<file path="src/hw/video_macros.svh">
// Tile video raster and memory map constants
// Raster size, scroll plane geometry and CPU register addresses
`ifndef VIDEO_MACROS_SVH
`define VIDEO_MACROS_SVH

// Raster in pixels and lines
`define VID_H_TOTAL      48
`define VID_H_VISIBLE    32
`define VID_V_TOTAL      20
`define VID_V_VISIBLE    16

// Scroll plane geometry
`define VID_TILE_SHIFT   2
`define VID_MAP_TILES    8

// Register map, byte addresses
`define VID_ADDR_CTRL       12'h000
`define VID_ADDR_HSCROLL    12'h004
`define VID_ADDR_VSCROLL    12'h008
`define VID_ADDR_TILE_BASE  12'h100
`define VID_ADDR_PAL_BASE   12'h200

`endif
</file>
<file path="src/hw/video_raster_pkg.sv">
// Video side types of the tile video subsystem
// Beam position, timing markers, line buffer writes and pixel output
package video_raster_pkg;

    typedef struct packed {
        logic [5:0] x;
        logic [4:0] y;
    } beam_pos_t;

    typedef struct packed {
        beam_pos_t pos;
        logic      hb;
        logic      vb;
        logic      line_start;
        logic      frame_start;
    } timing_t;

    typedef logic [5:0] pal_idx_t;

    typedef struct packed {
        logic       we;
        logic [4:0] addr;
        pal_idx_t   idx;
    } lbuf_wr_t;

    // Red in rgb[23:16], blue in rgb[7:0]
    typedef struct packed {
        logic        de;
        beam_pos_t   pos;
        logic [23:0] rgb;
    } pxl_out_t;

    typedef enum logic {
        RENDER_IDLE,
        RENDER_LINE
    } render_state_e;

endpackage

</file>
<file path="src/hw/video_bus_pkg.sv">
// CPU side types of the tile video subsystem
// AXI4-Lite request and response, register decode and layer configuration
package video_bus_pkg;

    typedef struct packed {
        logic        awvalid;
        logic [11:0] awaddr;
        logic        wvalid;
        logic [31:0] wdata;
        logic [3:0]  wstrb;
        logic        bready;
        logic        arvalid;
        logic [11:0] araddr;
        logic        rready;
    } axil_req_t;

    typedef struct packed {
        logic        awready;
        logic        wready;
        logic        bvalid;
        logic [1:0]  bresp;
        logic        arready;
        logic        rvalid;
        logic [31:0] rdata;
        logic [1:0]  rresp;
    } axil_rsp_t;

    typedef enum logic [2:0] {
        REG_CTRL,
        REG_HSCROLL,
        REG_VSCROLL,
        REG_TILE,
        REG_PAL,
        REG_NONE
    } mmr_region_e;

    typedef struct packed {
        logic       layer_en;
        logic [1:0] pal_bank;
        logic [4:0] hscroll;
        logic [4:0] vscroll;
    } scroll_cfg_t;

    // Tile map writes only use data[3:0]
    typedef struct packed {
        logic        we;
        logic [5:0]  addr;
        logic [11:0] data;
    } mem_wr_t;

endpackage

</file>
<file path="src/hw/video_top.sv">
// Tile video subsystem top
// Beam timing, CPU registers, tile renderer, line buffer and palette output
module video_top (
    input  logic                       clk,
    input  logic                       rst,
    input  video_bus_pkg::axil_req_t   axil_req,
    output video_bus_pkg::axil_rsp_t   axil_rsp,
    output video_raster_pkg::pxl_out_t pxl
);
    import video_bus_pkg::*;
    import video_raster_pkg::*;

    timing_t     timing;
    scroll_cfg_t cfg;
    mem_wr_t     tile_wr;
    mem_wr_t     pal_wr;
    lbuf_wr_t    lbuf_wr;
    pal_idx_t    rd_idx;

    video_timing u_timing (
        .clk      ( clk      ),
        .rst      ( rst      ),
        .timing   ( timing   )
    );

    video_mmr u_mmr (
        .clk      ( clk      ),
        .rst      ( rst      ),
        .axil_req ( axil_req ),
        .axil_rsp ( axil_rsp ),
        .cfg      ( cfg      ),
        .tile_wr  ( tile_wr  ),
        .pal_wr   ( pal_wr   )
    );

    // Producer side
    video_tile_render u_render (
        .clk      ( clk      ),
        .rst      ( rst      ),
        .timing   ( timing   ),
        .cfg      ( cfg      ),
        .tile_wr  ( tile_wr  ),
        .lbuf_wr  ( lbuf_wr  )
    );

    video_line_buffer u_lbuf (
        .clk      ( clk      ),
        .rst      ( rst      ),
        .timing   ( timing   ),
        .lbuf_wr  ( lbuf_wr  ),
        .rd_idx   ( rd_idx   )
    );

    // Consumer side
    video_palette_out u_pal (
        .clk      ( clk      ),
        .rst      ( rst      ),
        .timing   ( timing   ),
        .rd_idx   ( rd_idx   ),
        .pal_wr   ( pal_wr   ),
        .pxl      ( pxl      )
    );

endmodule

</file>
<file path="src/hw/video_palette_out.sv">
// Palette output stage
// Looks up 12 bit palette colours and emits 24 bit RGB with position
// two cycles behind the beam
module video_palette_out (
    input  logic                       clk,
    input  logic                       rst,
    input  video_raster_pkg::timing_t  timing,
    input  video_raster_pkg::pal_idx_t rd_idx,
    input  video_bus_pkg::mem_wr_t     pal_wr,
    output video_raster_pkg::pxl_out_t pxl
);
    import video_bus_pkg::*;
    import video_raster_pkg::*;

    logic [11:0] pal_mem [64];
    beam_pos_t   pos_q1;
    beam_pos_t   pos_q2;
    logic        vis_q1;
    logic        de_q2;
    logic [23:0] rgb_q2;

    // Each 4 bit channel doubled into 8 bits
    function automatic logic [23:0] expand(input logic [11:0] colour);
        return {colour[11:8], colour[11:8], colour[7:4], colour[7:4],
                colour[3:0], colour[3:0]};
    endfunction

    always_ff @(posedge clk) begin
        if (pal_wr.we)
            pal_mem[pal_wr.addr] <= pal_wr.data;
    end

    always_ff @(posedge clk or posedge rst) begin
        if (rst) begin
            vis_q1 <= 1'b0;
            de_q2  <= 1'b0;
        end else begin
            vis_q1 <= !timing.hb && !timing.vb;
            de_q2  <= vis_q1;
        end
    end

    // Stage 1 waits on the buffer read, stage 2 on the palette read
    always_ff @(posedge clk) begin
        pos_q1 <= timing.pos;
        pos_q2 <= pos_q1;
        rgb_q2 <= vis_q1 ? expand(pal_mem[rd_idx]) : 24'd0;
    end

    assign pxl = '{de: de_q2, pos: pos_q2, rgb: rgb_q2};

endmodule

</file>
<file path="src/hw/video_line_buffer.sv">
// Ping-pong line buffer
// Renderer fills the back line while the front line is read out by x
`include "video_macros.svh"

module video_line_buffer (
    input  logic                       clk,
    input  logic                       rst,
    input  video_raster_pkg::timing_t  timing,
    input  video_raster_pkg::lbuf_wr_t lbuf_wr,
    output video_raster_pkg::pal_idx_t rd_idx
);
    import video_raster_pkg::*;

    pal_idx_t line_mem [2 * `VID_H_VISIBLE];
    logic     sel;
    logic     rd_bank;

    always_ff @(posedge clk or posedge rst) begin
        if (rst)
            sel <= 1'b0;
        else if (timing.line_start)
            sel <= ~sel;
    end

    // At x 0 the swap is not yet registered
    assign rd_bank = sel ^ timing.line_start;

    always_ff @(posedge clk) begin
        if (lbuf_wr.we)
            line_mem[{~sel, lbuf_wr.addr}] <= lbuf_wr.idx;
        rd_idx <= line_mem[{rd_bank, timing.pos.x[4:0]}];
    end

endmodule

</file>
<file path="src/hw/video_tile_render.sv">
// Tile renderer
// Draws the next video line of the scrolled tile plane into the line buffer
`include "video_macros.svh"

module video_tile_render (
    input  logic                        clk,
    input  logic                        rst,
    input  video_raster_pkg::timing_t   timing,
    input  video_bus_pkg::scroll_cfg_t  cfg,
    input  video_bus_pkg::mem_wr_t      tile_wr,
    output video_raster_pkg::lbuf_wr_t  lbuf_wr
);
    import video_bus_pkg::*;
    import video_raster_pkg::*;

    logic [3:0]    tile_map [`VID_MAP_TILES * `VID_MAP_TILES];
    render_state_e state;
    logic [4:0]    pix_cnt;
    logic [4:0]    line_q;
    scroll_cfg_t   cfg_q;
    logic [4:0]    next_line;
    logic [4:0]    px;
    logic [4:0]    py;
    logic [5:0]    map_addr;
    logic [3:0]    code;

    always_ff @(posedge clk) begin
        if (tile_wr.we)
            tile_map[tile_wr.addr] <= tile_wr.data[3:0];
    end

    assign next_line = (timing.pos.y == 5'(`VID_V_TOTAL - 1)) ? 5'd0 : timing.pos.y + 5'd1;

    always_ff @(posedge clk or posedge rst) begin
        if (rst) begin
            state   <= RENDER_IDLE;
            pix_cnt <= '0;
            line_q  <= '0;
            cfg_q   <= '0;
        end else begin
            case (state)
                RENDER_IDLE: begin
                    if (timing.line_start) begin
                        state   <= RENDER_LINE;
                        pix_cnt <= '0;
                        line_q  <= next_line;
                        // New scroll setup takes effect on a frame boundary
                        if (next_line == 5'd0)
                            cfg_q <= cfg;
                    end
                end
                RENDER_LINE: begin
                    pix_cnt <= pix_cnt + 5'd1;
                    if (pix_cnt == 5'(`VID_H_VISIBLE - 1))
                        state <= RENDER_IDLE;
                end
                default: state <= RENDER_IDLE;
            endcase
        end
    end

    // Plane coordinates wrap at 32 through the 5 bit sums
    assign px       = pix_cnt + cfg_q.hscroll;
    assign py       = line_q + cfg_q.vscroll;
    assign map_addr = {py[4:`VID_TILE_SHIFT], px[4:`VID_TILE_SHIFT]};
    assign code     = tile_map[map_addr];

    always_comb begin
        lbuf_wr.we   = state == RENDER_LINE;
        lbuf_wr.addr = pix_cnt;
        lbuf_wr.idx  = cfg_q.layer_en ? {cfg_q.pal_bank, code} : '0;
    end

endmodule

</file>
<file path="src/hw/video_mmr.sv">
// Register block of the tile video subsystem
// AXI4-Lite slave with control and scroll registers; tile map and palette
// writes leave as one cycle strobes
`include "video_macros.svh"

module video_mmr (
    input  logic                        clk,
    input  logic                        rst,
    input  video_bus_pkg::axil_req_t    axil_req,
    output video_bus_pkg::axil_rsp_t    axil_rsp,
    output video_bus_pkg::scroll_cfg_t  cfg,
    output video_bus_pkg::mem_wr_t      tile_wr,
    output video_bus_pkg::mem_wr_t      pal_wr
);
    import video_bus_pkg::*;

    localparam logic [1:0] RESP_OKAY   = 2'b00;
    localparam logic [1:0] RESP_SLVERR = 2'b10;

    mmr_region_e wr_region;
    mmr_region_e rd_region;
    logic        wr_hs;
    logic        rd_hs;
    logic        bvalid_q;
    logic [1:0]  bresp_q;
    logic        rvalid_q;
    logic [1:0]  rresp_q;
    logic [31:0] rdata_q;
    logic [31:0] rd_word;
    scroll_cfg_t cfg_q;
    logic        tile_we;
    logic        pal_we;
    logic [5:0]  mem_addr_q;
    logic [11:0] mem_data_q;

    function automatic mmr_region_e decode(input logic [11:0] addr);
        mmr_region_e region;
        if (addr == `VID_ADDR_CTRL)
            region = REG_CTRL;
        else if (addr == `VID_ADDR_HSCROLL)
            region = REG_HSCROLL;
        else if (addr == `VID_ADDR_VSCROLL)
            region = REG_VSCROLL;
        else if ((addr & 12'hf00) == `VID_ADDR_TILE_BASE)
            region = REG_TILE;
        else if ((addr & 12'hf00) == `VID_ADDR_PAL_BASE)
            region = REG_PAL;
        else
            region = REG_NONE;
        return region;
    endfunction

    assign wr_region = decode(axil_req.awaddr);
    assign rd_region = decode(axil_req.araddr);

    // A pending response blocks the next transfer
    assign wr_hs = axil_req.awvalid && axil_req.wvalid && !bvalid_q;
    assign rd_hs = axil_req.arvalid && !rvalid_q;

    // Tile map and palette are write only
    always_comb begin
        case (rd_region)
            REG_CTRL:    rd_word = {29'd0, cfg_q.pal_bank, cfg_q.layer_en};
            REG_HSCROLL: rd_word = {27'd0, cfg_q.hscroll};
            REG_VSCROLL: rd_word = {27'd0, cfg_q.vscroll};
            default:     rd_word = '0;
        endcase
    end

    always_ff @(posedge clk or posedge rst) begin
        if (rst) begin
            bvalid_q <= 1'b0;
            bresp_q  <= RESP_OKAY;
            rvalid_q <= 1'b0;
            rresp_q  <= RESP_OKAY;
            rdata_q  <= '0;
            cfg_q    <= '0;
            tile_we  <= 1'b0;
            pal_we   <= 1'b0;
        end else begin
            tile_we <= wr_hs && (wr_region == REG_TILE);
            pal_we  <= wr_hs && (wr_region == REG_PAL);

            if (wr_hs) begin
                bvalid_q <= 1'b1;
                bresp_q  <= (wr_region == REG_NONE) ? RESP_SLVERR : RESP_OKAY;
                case (wr_region)
                    REG_CTRL: begin
                        cfg_q.layer_en <= axil_req.wdata[0];
                        cfg_q.pal_bank <= axil_req.wdata[2:1];
                    end
                    REG_HSCROLL: cfg_q.hscroll <= axil_req.wdata[4:0];
                    REG_VSCROLL: cfg_q.vscroll <= axil_req.wdata[4:0];
                    default: ;
                endcase
            end else if (bvalid_q && axil_req.bready) begin
                bvalid_q <= 1'b0;
            end

            if (rd_hs) begin
                rvalid_q <= 1'b1;
                rresp_q  <= (rd_region == REG_NONE) ? RESP_SLVERR : RESP_OKAY;
                rdata_q  <= rd_word;
            end else if (rvalid_q && axil_req.rready) begin
                rvalid_q <= 1'b0;
            end
        end
    end

    // Word index and data shared by both memory strobes
    always_ff @(posedge clk) begin
        if (wr_hs) begin
            mem_addr_q <= axil_req.awaddr[7:2];
            mem_data_q <= axil_req.wdata[11:0];
        end
    end

    always_comb begin
        axil_rsp.awready = wr_hs;
        axil_rsp.wready  = wr_hs;
        axil_rsp.bvalid  = bvalid_q;
        axil_rsp.bresp   = bresp_q;
        axil_rsp.arready = rd_hs;
        axil_rsp.rvalid  = rvalid_q;
        axil_rsp.rdata   = rdata_q;
        axil_rsp.rresp   = rresp_q;
    end

    assign cfg     = cfg_q;
    assign tile_wr = '{we: tile_we, addr: mem_addr_q, data: mem_data_q};
    assign pal_wr  = '{we: pal_we, addr: mem_addr_q, data: mem_data_q};

endmodule

</file>
<file path="src/hw/video_timing.sv">
// Beam timing generator
// Free running pixel and line counters with blanking and line/frame markers
`include "video_macros.svh"

module video_timing (
    input  logic                      clk,
    input  logic                      rst,
    output video_raster_pkg::timing_t timing
);
    import video_raster_pkg::*;

    logic [5:0] h_cnt;
    logic [4:0] v_cnt;

    always_ff @(posedge clk or posedge rst) begin
        if (rst) begin
            h_cnt <= '0;
            v_cnt <= '0;
        end else if (h_cnt == 6'(`VID_H_TOTAL - 1)) begin
            h_cnt <= '0;
            // Wrap to the top after the last blank line
            v_cnt <= (v_cnt == 5'(`VID_V_TOTAL - 1)) ? 5'd0 : v_cnt + 5'd1;
        end else begin
            h_cnt <= h_cnt + 6'd1;
        end
    end

    always_comb begin
        timing.pos.x       = h_cnt;
        timing.pos.y       = v_cnt;
        timing.hb          = h_cnt >= 6'(`VID_H_VISIBLE);
        timing.vb          = v_cnt >= 5'(`VID_V_VISIBLE);
        timing.line_start  = h_cnt == 6'd0;
        timing.frame_start = (h_cnt == 6'd0) && (v_cnt == 5'd0);
    end

endmodule

</file>
<file path="config.mk">
export PLATFORM = sky130hd
export DESIGN_NAME = video_top
export DESIGN_NICKNAME = d
export VERILOG_FILES = /design/src/hw/video_raster_pkg.sv /design/src/hw/video_bus_pkg.sv /design/src/hw/video_top.sv /design/src/hw/video_palette_out.sv /design/src/hw/video_line_buffer.sv /design/src/hw/video_tile_render.sv /design/src/hw/video_mmr.sv /design/src/hw/video_timing.sv
export VERILOG_INCLUDE_DIRS = /design/src /design/src/hw
export SDC_FILE = /design/constraint.sdc
export NUM_CORES = 2
export LEC_CHECK = 0
export BUFFER_PORTS_ARGS = -buffer_cell sky130_fd_sc_hd__clkbuf_2
export CORE_ASPECT_RATIO = 0.7
export CORE_MARGIN = 5
export CORE_UTILIZATION = 32
export CTS_CLUSTER_SIZE = 20
export DETAILED_ROUTE_END_ITERATION = 8
export GPL_TIMING_DRIVEN = 0
export PLACE_DENSITY_LB_ADDON = 0.12
export SLEW_MARGIN = 20
export SYNTH_ARGS = -nofsm -noshare
export SYNTH_HDL_FRONTEND = slang
export SYNTH_SLANG_ARGS = --single-unit
</file>
<file path="constraint.sdc">
create_clock -name clk -period 9.9 [get_ports clk]
set_clock_uncertainty 0.05 [all_clocks]
set_input_delay 2.475 -clock clk [delete_from_list [all_inputs] [get_ports clk]]
set_output_delay 2.475 -clock clk [all_outputs]
set_load 0.05 [all_outputs]
</file>
**Word-level counts from Yosys, hierarchy flattened**

Memory sizes are Yosys's and may differ from the RTL's. A register that Yosys moved wholly into a read port is not among the register bits.
Cells that the tools add are included.

- RAM bits: 1,408
- Memories: 3
- Flip-flop bits (word level): 155
- Logic and storage cells: 119
- Input port bits: 67
- Output and inout port bits: 77

Memory list:

| memory | depth | width | read ports | clocked after Yosys merged registers in | wr ports | line | text |
|---|---|---|---|---|---|---|---|
| u_pal.pal_mem | 64 | 12 | 1 | 0 | 1 | video_palette_out.sv:15 | `logic [11:0] pal_mem [64];` |
| u_lbuf.line_mem | 64 | 6 | 1 | 1 | 1 | video_line_buffer.sv:14 | `` pal_idx_t line_mem [2 * `VID_H_VISIBLE]; `` |
| u_render.tile_map | 64 | 4 | 1 | 0 | 1 | video_tile_render.sv:16 | `` logic [3:0] tile_map [`VID_MAP_TILES * `VID_MAP_TILES]; `` |

- Reduce and logical (&&, ||, !) cells: 25
- Bitwise logic cells: 3
- Muxes and demuxes: 31
- Order comparisons: 2
- Add/subtract/negate cells: 5
- Equal/unequal tests: 20

Operator list:

| kind | number |
|---|---|
| 12-bit by 3-bit == test with 1-bit output (second input constant) | 2 |
| 12-bit by 4-bit == test with 1-bit output (second input constant) | 2 |
| 12-bit zero test | 2 |
| 3-bit 2-to-1 mux | 8 |
| 5-bit case mux with 3 select lines | 1 |
| 1-bit 2-to-1 mux | 14 |
| 6-bit 2-to-1 mux | 2 |
| 5-bit by 1-bit adder with 5-bit output (second input constant) | 2 |
| 5-bit adder | 2 |
| 5-bit == test (second input constant) | 2 |
| 5-bit 2-to-1 mux | 2 |
| 5-bit case mux with 2 select lines | 1 |
| 3-bit by 2-bit == test with 1-bit output (second input constant) | 3 |
| 3-bit == test (second input constant) | 3 |
| 4-bit by 1-bit == test with 1-bit output (second input constant) | 2 |
| 4-bit by 2-bit == test with 1-bit output (second input constant) | 2 |
| 1-bit logical AND | 8 |
| 2-bit AND reduction | 4 |
| 6-bit by 1-bit adder with 6-bit output (second input constant) | 1 |
| 3-bit by 1-bit == test with 1-bit output (second input constant) | 2 |
| 6-bit == test (second input constant) | 1 |
| 6-bit >= comparator (second input constant) | 1 |
| 3-bit zero test | 2 |
| 6-bit zero test | 1 |
| 10 further kinds | 16 |

**Depth between registers and ports, before layout**

- Word-level depth: 8
- Gate-level depth with buffers: 11
- Mapped depth without buffers: 8

**Cells and area by module**

Synthesis repeated with hierarchy kept, for this count alone.

- Cell total of the unflattened synthesis: 3,129
- Area, all modules: 60,687.0 µm²

Modules (own cells, without submodules):

| module | times used | seq. area each (µm²) | cells each | area each (µm²) |
|---|---|---|---|---|
| video_palette_out | 1 | 23,792.8 | 1,414 | 30,675.7 |
| video_line_buffer | 1 | 11,676.2 | 751 | 15,359.7 |
| video_tile_render | 1 | 8,287.9 | 734 | 11,960.2 |
| video_mmr | 1 | 1,141.1 | 170 | 2,083.2 |
| video_timing | 1 | 275.3 | 60 | 608.1 |

**Least setup slack after synthesis**

OpenSTA, ideal clock, no wires.

- Path kind: register to register
- Start point: register u_render.pix_cnt[1]
- End point: memory u_lbuf.line_mem[0][0] in the netlist's numbering, data pin
- Path buffers: 3
- Arrival: 6.031 ns
- Required time: 8.943 ns
- Clock period less this slack: 6.988 ns
- Cell stages (with the launch flop): 12
- Setup time: 0.907 ns
- Path slack: 2.912 ns
- Cell sequence: dfrtp_1 ha_1 and4_1 o31ai_1 buf_4 a21oi_1 or2_1 buf_2 buf_4 mux2i_1 a32o_1 o41ai_1

RTL lines:

| what | line | text |
|---|---|---|
| start, declared | video_tile_render.sv:18 | `logic [4:0] pix_cnt;` |
| start signal, assigned | video_tile_render.sv:53 | `pix_cnt <= pix_cnt + 5'd1;` |
| end, declared | video_line_buffer.sv:14 |  |

**Final worst setup path**

- Start point: input axil_req[64] in the netlist's numbering
- End point: output axil_rsp[39] in the netlist's numbering

- Word-level cells in the longest chain between the ends: 2

Ends and longest elaborated chain:

| what | line | text |
|---|---|---|
| start, declared | video_top.sv:6 | `input video_bus_pkg::axil_req_t axil_req,` |
| 1-bit logical AND (2 in a row) | video_mmr.sv:57 | `assign wr_hs = axil_req.awvalid && axil_req.wvalid && !bvalid_q;` |
| end, declared | video_top.sv:7 | `output video_bus_pkg::axil_rsp_t axil_rsp,` |

No other way between the ends.

==> results.cfg <==
[outcome]
status = finished, final reports clean

[placed_design]
io_buffers = 89
place.gp.congestion = 0.827
placed_area_um2 = 64500
pre_cts_ws_ps = 3370
hpwl_mm = 116

[finish]
drive_above_1_share = 0.317
layout.nets = 3240
final_area_um2 = 69700
multi_input_area_um2 = 13600
seq_area_um2 = 45200
area_delta_synth_final_pct = 17.1
fillers = 16800

[grt]
met3_usage = 0.0295
grt_pass1_wl_mm = 229
gr-total-overflow = 0
grt_use_met1 = 0.250
met2_usage = 0.242
grt_busiest_layer = met1
antenna_found_initial = 14
track_usage = 0.164
grt_max_degree = 65
grt_pass1_vias = 30500

[timing]
slew_headroom = 0.244
finalCriticalPeriod_ps = 6480
rsz0062_at_grt = no
min_period_over_period = 0.655
drv_slew = 0
final_hold_viol_count = 0
tightest_slew_ps = 1130
max_freq_ghz = 0.154
finalSetupViolCount = 0
fin_ws_ps = 3420

[logic_synthesis]
ys.flop_type = edfxtp_1
async_flop_share = 0.0406
synth_cells = 2800
synth_edf_count = 1426
ys_types = 58
synth-seq-cells = 1528
syn_avg_cell_area_um2 = 21.2
seq_area_frac_synth = 0.759
yosysWarningCount = 0
netlist_area_um2 = 59500

[critical_path]
slowest_stage = inv_1
rrSetupSlack_ps = 4800
worstReg2RegStart = u_render.pix_cnt[1]
path_buf_inv = 4
critical-path-top-delay-family = buffers and inverters
cp-start-kind = input port
endpoint_kind = output port
reg2reg_to = u_lbuf.line_mem[40][2]
slowest_delay_ps = 750
cp.required_ps = 7380
arrival_ps = 3960
crit_top_cell = clkbuf_2
crit_fanout = 21
worstRegToRegCells = 13
crit_chain = clkbuf_2, nand3_1, inv_1, buf_4, clkbuf_2
crit_type = in -> out

[floorplanning]
start_util = 0.322
die_area_um2 = 195000
die_h_um = 371
core_area_um2 = 185000
fp.dieW_um = 525
rows = 132
io_pins = 144

[clock_tree]
tritoncts.num_buffers = 156
cts_setup_buffers = 0
post_cts_resized = 0
clkSinkCount = 1528
ctsHoldBuffers = 0
htree_levels = 4
cts_max_path_buffers = 3
tritoncts = built
clock_latency_ps = 790
path_clk_slew_ps = 60
clockRootBuffer = clkbuf_16

[route]
via_per_inst = 5.09
via_count = 29400
totalWireLength_mm = 161
drt_iter0_drc = 2954
drc_errors = 0
wl_per_cell_um = 27.9
dr.pass1.iters = 8
ant_nets = 0

[worst_hold_path]
whs_endpoint = u_pal.pxl[28]
hp-start = u_pal.pos_q1[4]
holdCritPathClass = reg -> reg
holdPathStages = 0

[power_and_ir_drop]
power.total_mw = 13.2
power_density_nw_per_um2 = 189
power.leakage_nw = 21.4
ir_drop_v = 0.000169

[flow_run]
cap_violations = 0
==> per-layer routing <==
| metal | share of wire | vias to the layer above |
|---|---|---|
| met5 | 0.000081 | - |
| met1 | 0.48 | 15900 |
| met2 | 0.44 | 938 |
| li1 | - | 12400 |
| met3 | 0.059 | 222 |
| met4 | 0.024 | 2 |
==> cell families (layout without fill, tap and decap cells) <==
| family | Yosys count | count (layout) | share of synthesized area |
|---|---|---|---|
| mux | 468 | 468 | 0.168 |
| flops | 1528 | 1528 | 0.759 |
| other cells | 1 | 33 | 0.0000630 |
| xor+xnor | 13 | 13 | 0.00191 |
| fa+ha+maj | 12 | 12 | 0.00252 |
| compound gates | 143 | 143 | 0.0171 |
| buf+inv | 221 | 684 | 0.0178 |
| simple gates | 414 | 414 | 0.0335 |
==> final cells by class <==
| cell class | instances | area share |
|---|---|---|
| clock inverter | 101 | 0.0148 |
| sequential | 1528 | 0.648 |
| timing repair buffer | 175 | 0.0231 |
| antenna | 4 | 0.000144 |
| multi-input combinational | 1079 | 0.195 |
| buffer | 199 | 0.0142 |
| clock buffer | 187 | 0.0590 |
| tap | 2479 | 0.0445 |
| inverter | 22 | 0.00122 |
==> per-stage QoR <==
stage	util	cells	TNS (ps)	hold slack (ps)
2_1_floorplan	-	2828	0	260
3_3_place_gp	0.341	5396	-679500	265
3_5_place_dp	0.349	5482	0	265
4_1_cts	0.377	5770	0	280
5_1_grt	0.377	5770	0	283
6_report	0.377	5774	0	277
==> worst max-delay path by stage <==
stage / slack (ps) / start / cells after the start / endpoint
global route: 3310 / axil_req[64] / 5 / axil_rsp[39]
global placement: -3750 / u_render.pix_cnt[1] / 9 / u_lbuf.line_mem[32][1]
CTS: 3370 / axil_req[64] / 5 / axil_rsp[39]
finish: 3420 / axil_req[64] / 5 / axil_rsp[39]
floorplan: 2910 / u_render.pix_cnt[1] / 11 / u_lbuf.line_mem[0][0]
detailed placement: 3370 / axil_req[64] / 5 / axil_rsp[39]
==> cell usage in the layout, fill, tap and decap left out, types with 40 or more instances in the layout <==
| cell type | n |
|---|---|
| buf_8 | 47 |
| clkbuf_1 | 115 |
| clkbuf_2 | 96 |
| nand2_1 | 52 |
| edfxtp_1 | 1426 |
| mux4_2 | 420 |
| dfxtp_1 | 40 |
| nor2_2 | 65 |
| clkbuf_16 | 158 |
| buf_4 | 61 |
| o21ai_0 | 41 |
| dfrtp_1 | 62 |
| buf_2 | 56 |
| nor2_1 | 157 |
==> flip-flops by register name (all words and copies together) (netlist names), 5 cells and up <==
| name | flops |
|---|---|
| u_pal.rgb_q2 | 12 |
| u_timing.v_cnt | 5 |
| u_mmr.rdata_q | 5 |
| u_pal.pal_mem | 768 |
| u_timing.h_cnt | 6 |
| u_pal.pxl | 11 |
| u_render.line_q | 5 |
| u_mmr.mem_data_q | 12 |
| u_render.tile_map | 256 |
| u_pal.pos_q1 | 11 |
| u_render.pix_cnt | 5 |
| u_lbuf.line_mem | 384 |
| u_mmr.mem_addr_q | 6 |
| u_lbuf.rd_idx | 6 |
| u_mmr.cfg | 13 |
| u_render.cfg_q | 13 |
==> cell usage after synthesis (14+ instances only) <==
cell	instances	area [µm²]
buf_4	49	368
buf_2	38	190
nand3_1	23	115
and2_1	15	93.8
o21ai_0	41	205
mux2_2	36	405
mux4_2	420	9460
inv_1	22	82.6
clkbuf_1	96	360
buf_1	16	60.1
nor2_1	221	830
a2111oi_0	19	166
nand2_1	52	195
and4_1	37	324
edfxtp_1	1426	42800
a21oi_1	14	70.1
a221oi_1	18	158
dfrtp_1	62	1550
dfxtp_1	40	801
==> where the power goes <==
part / switching [mW] / total, mW / internal [mW]
Clock: 2.53 / 5.95 / 3.42
Sequential: 0.0136 / 7.03 / 7.02
Combinational: 0.138 / 0.191 / 0.0521
Note: power is estimated with default switching activity, not from simulation.
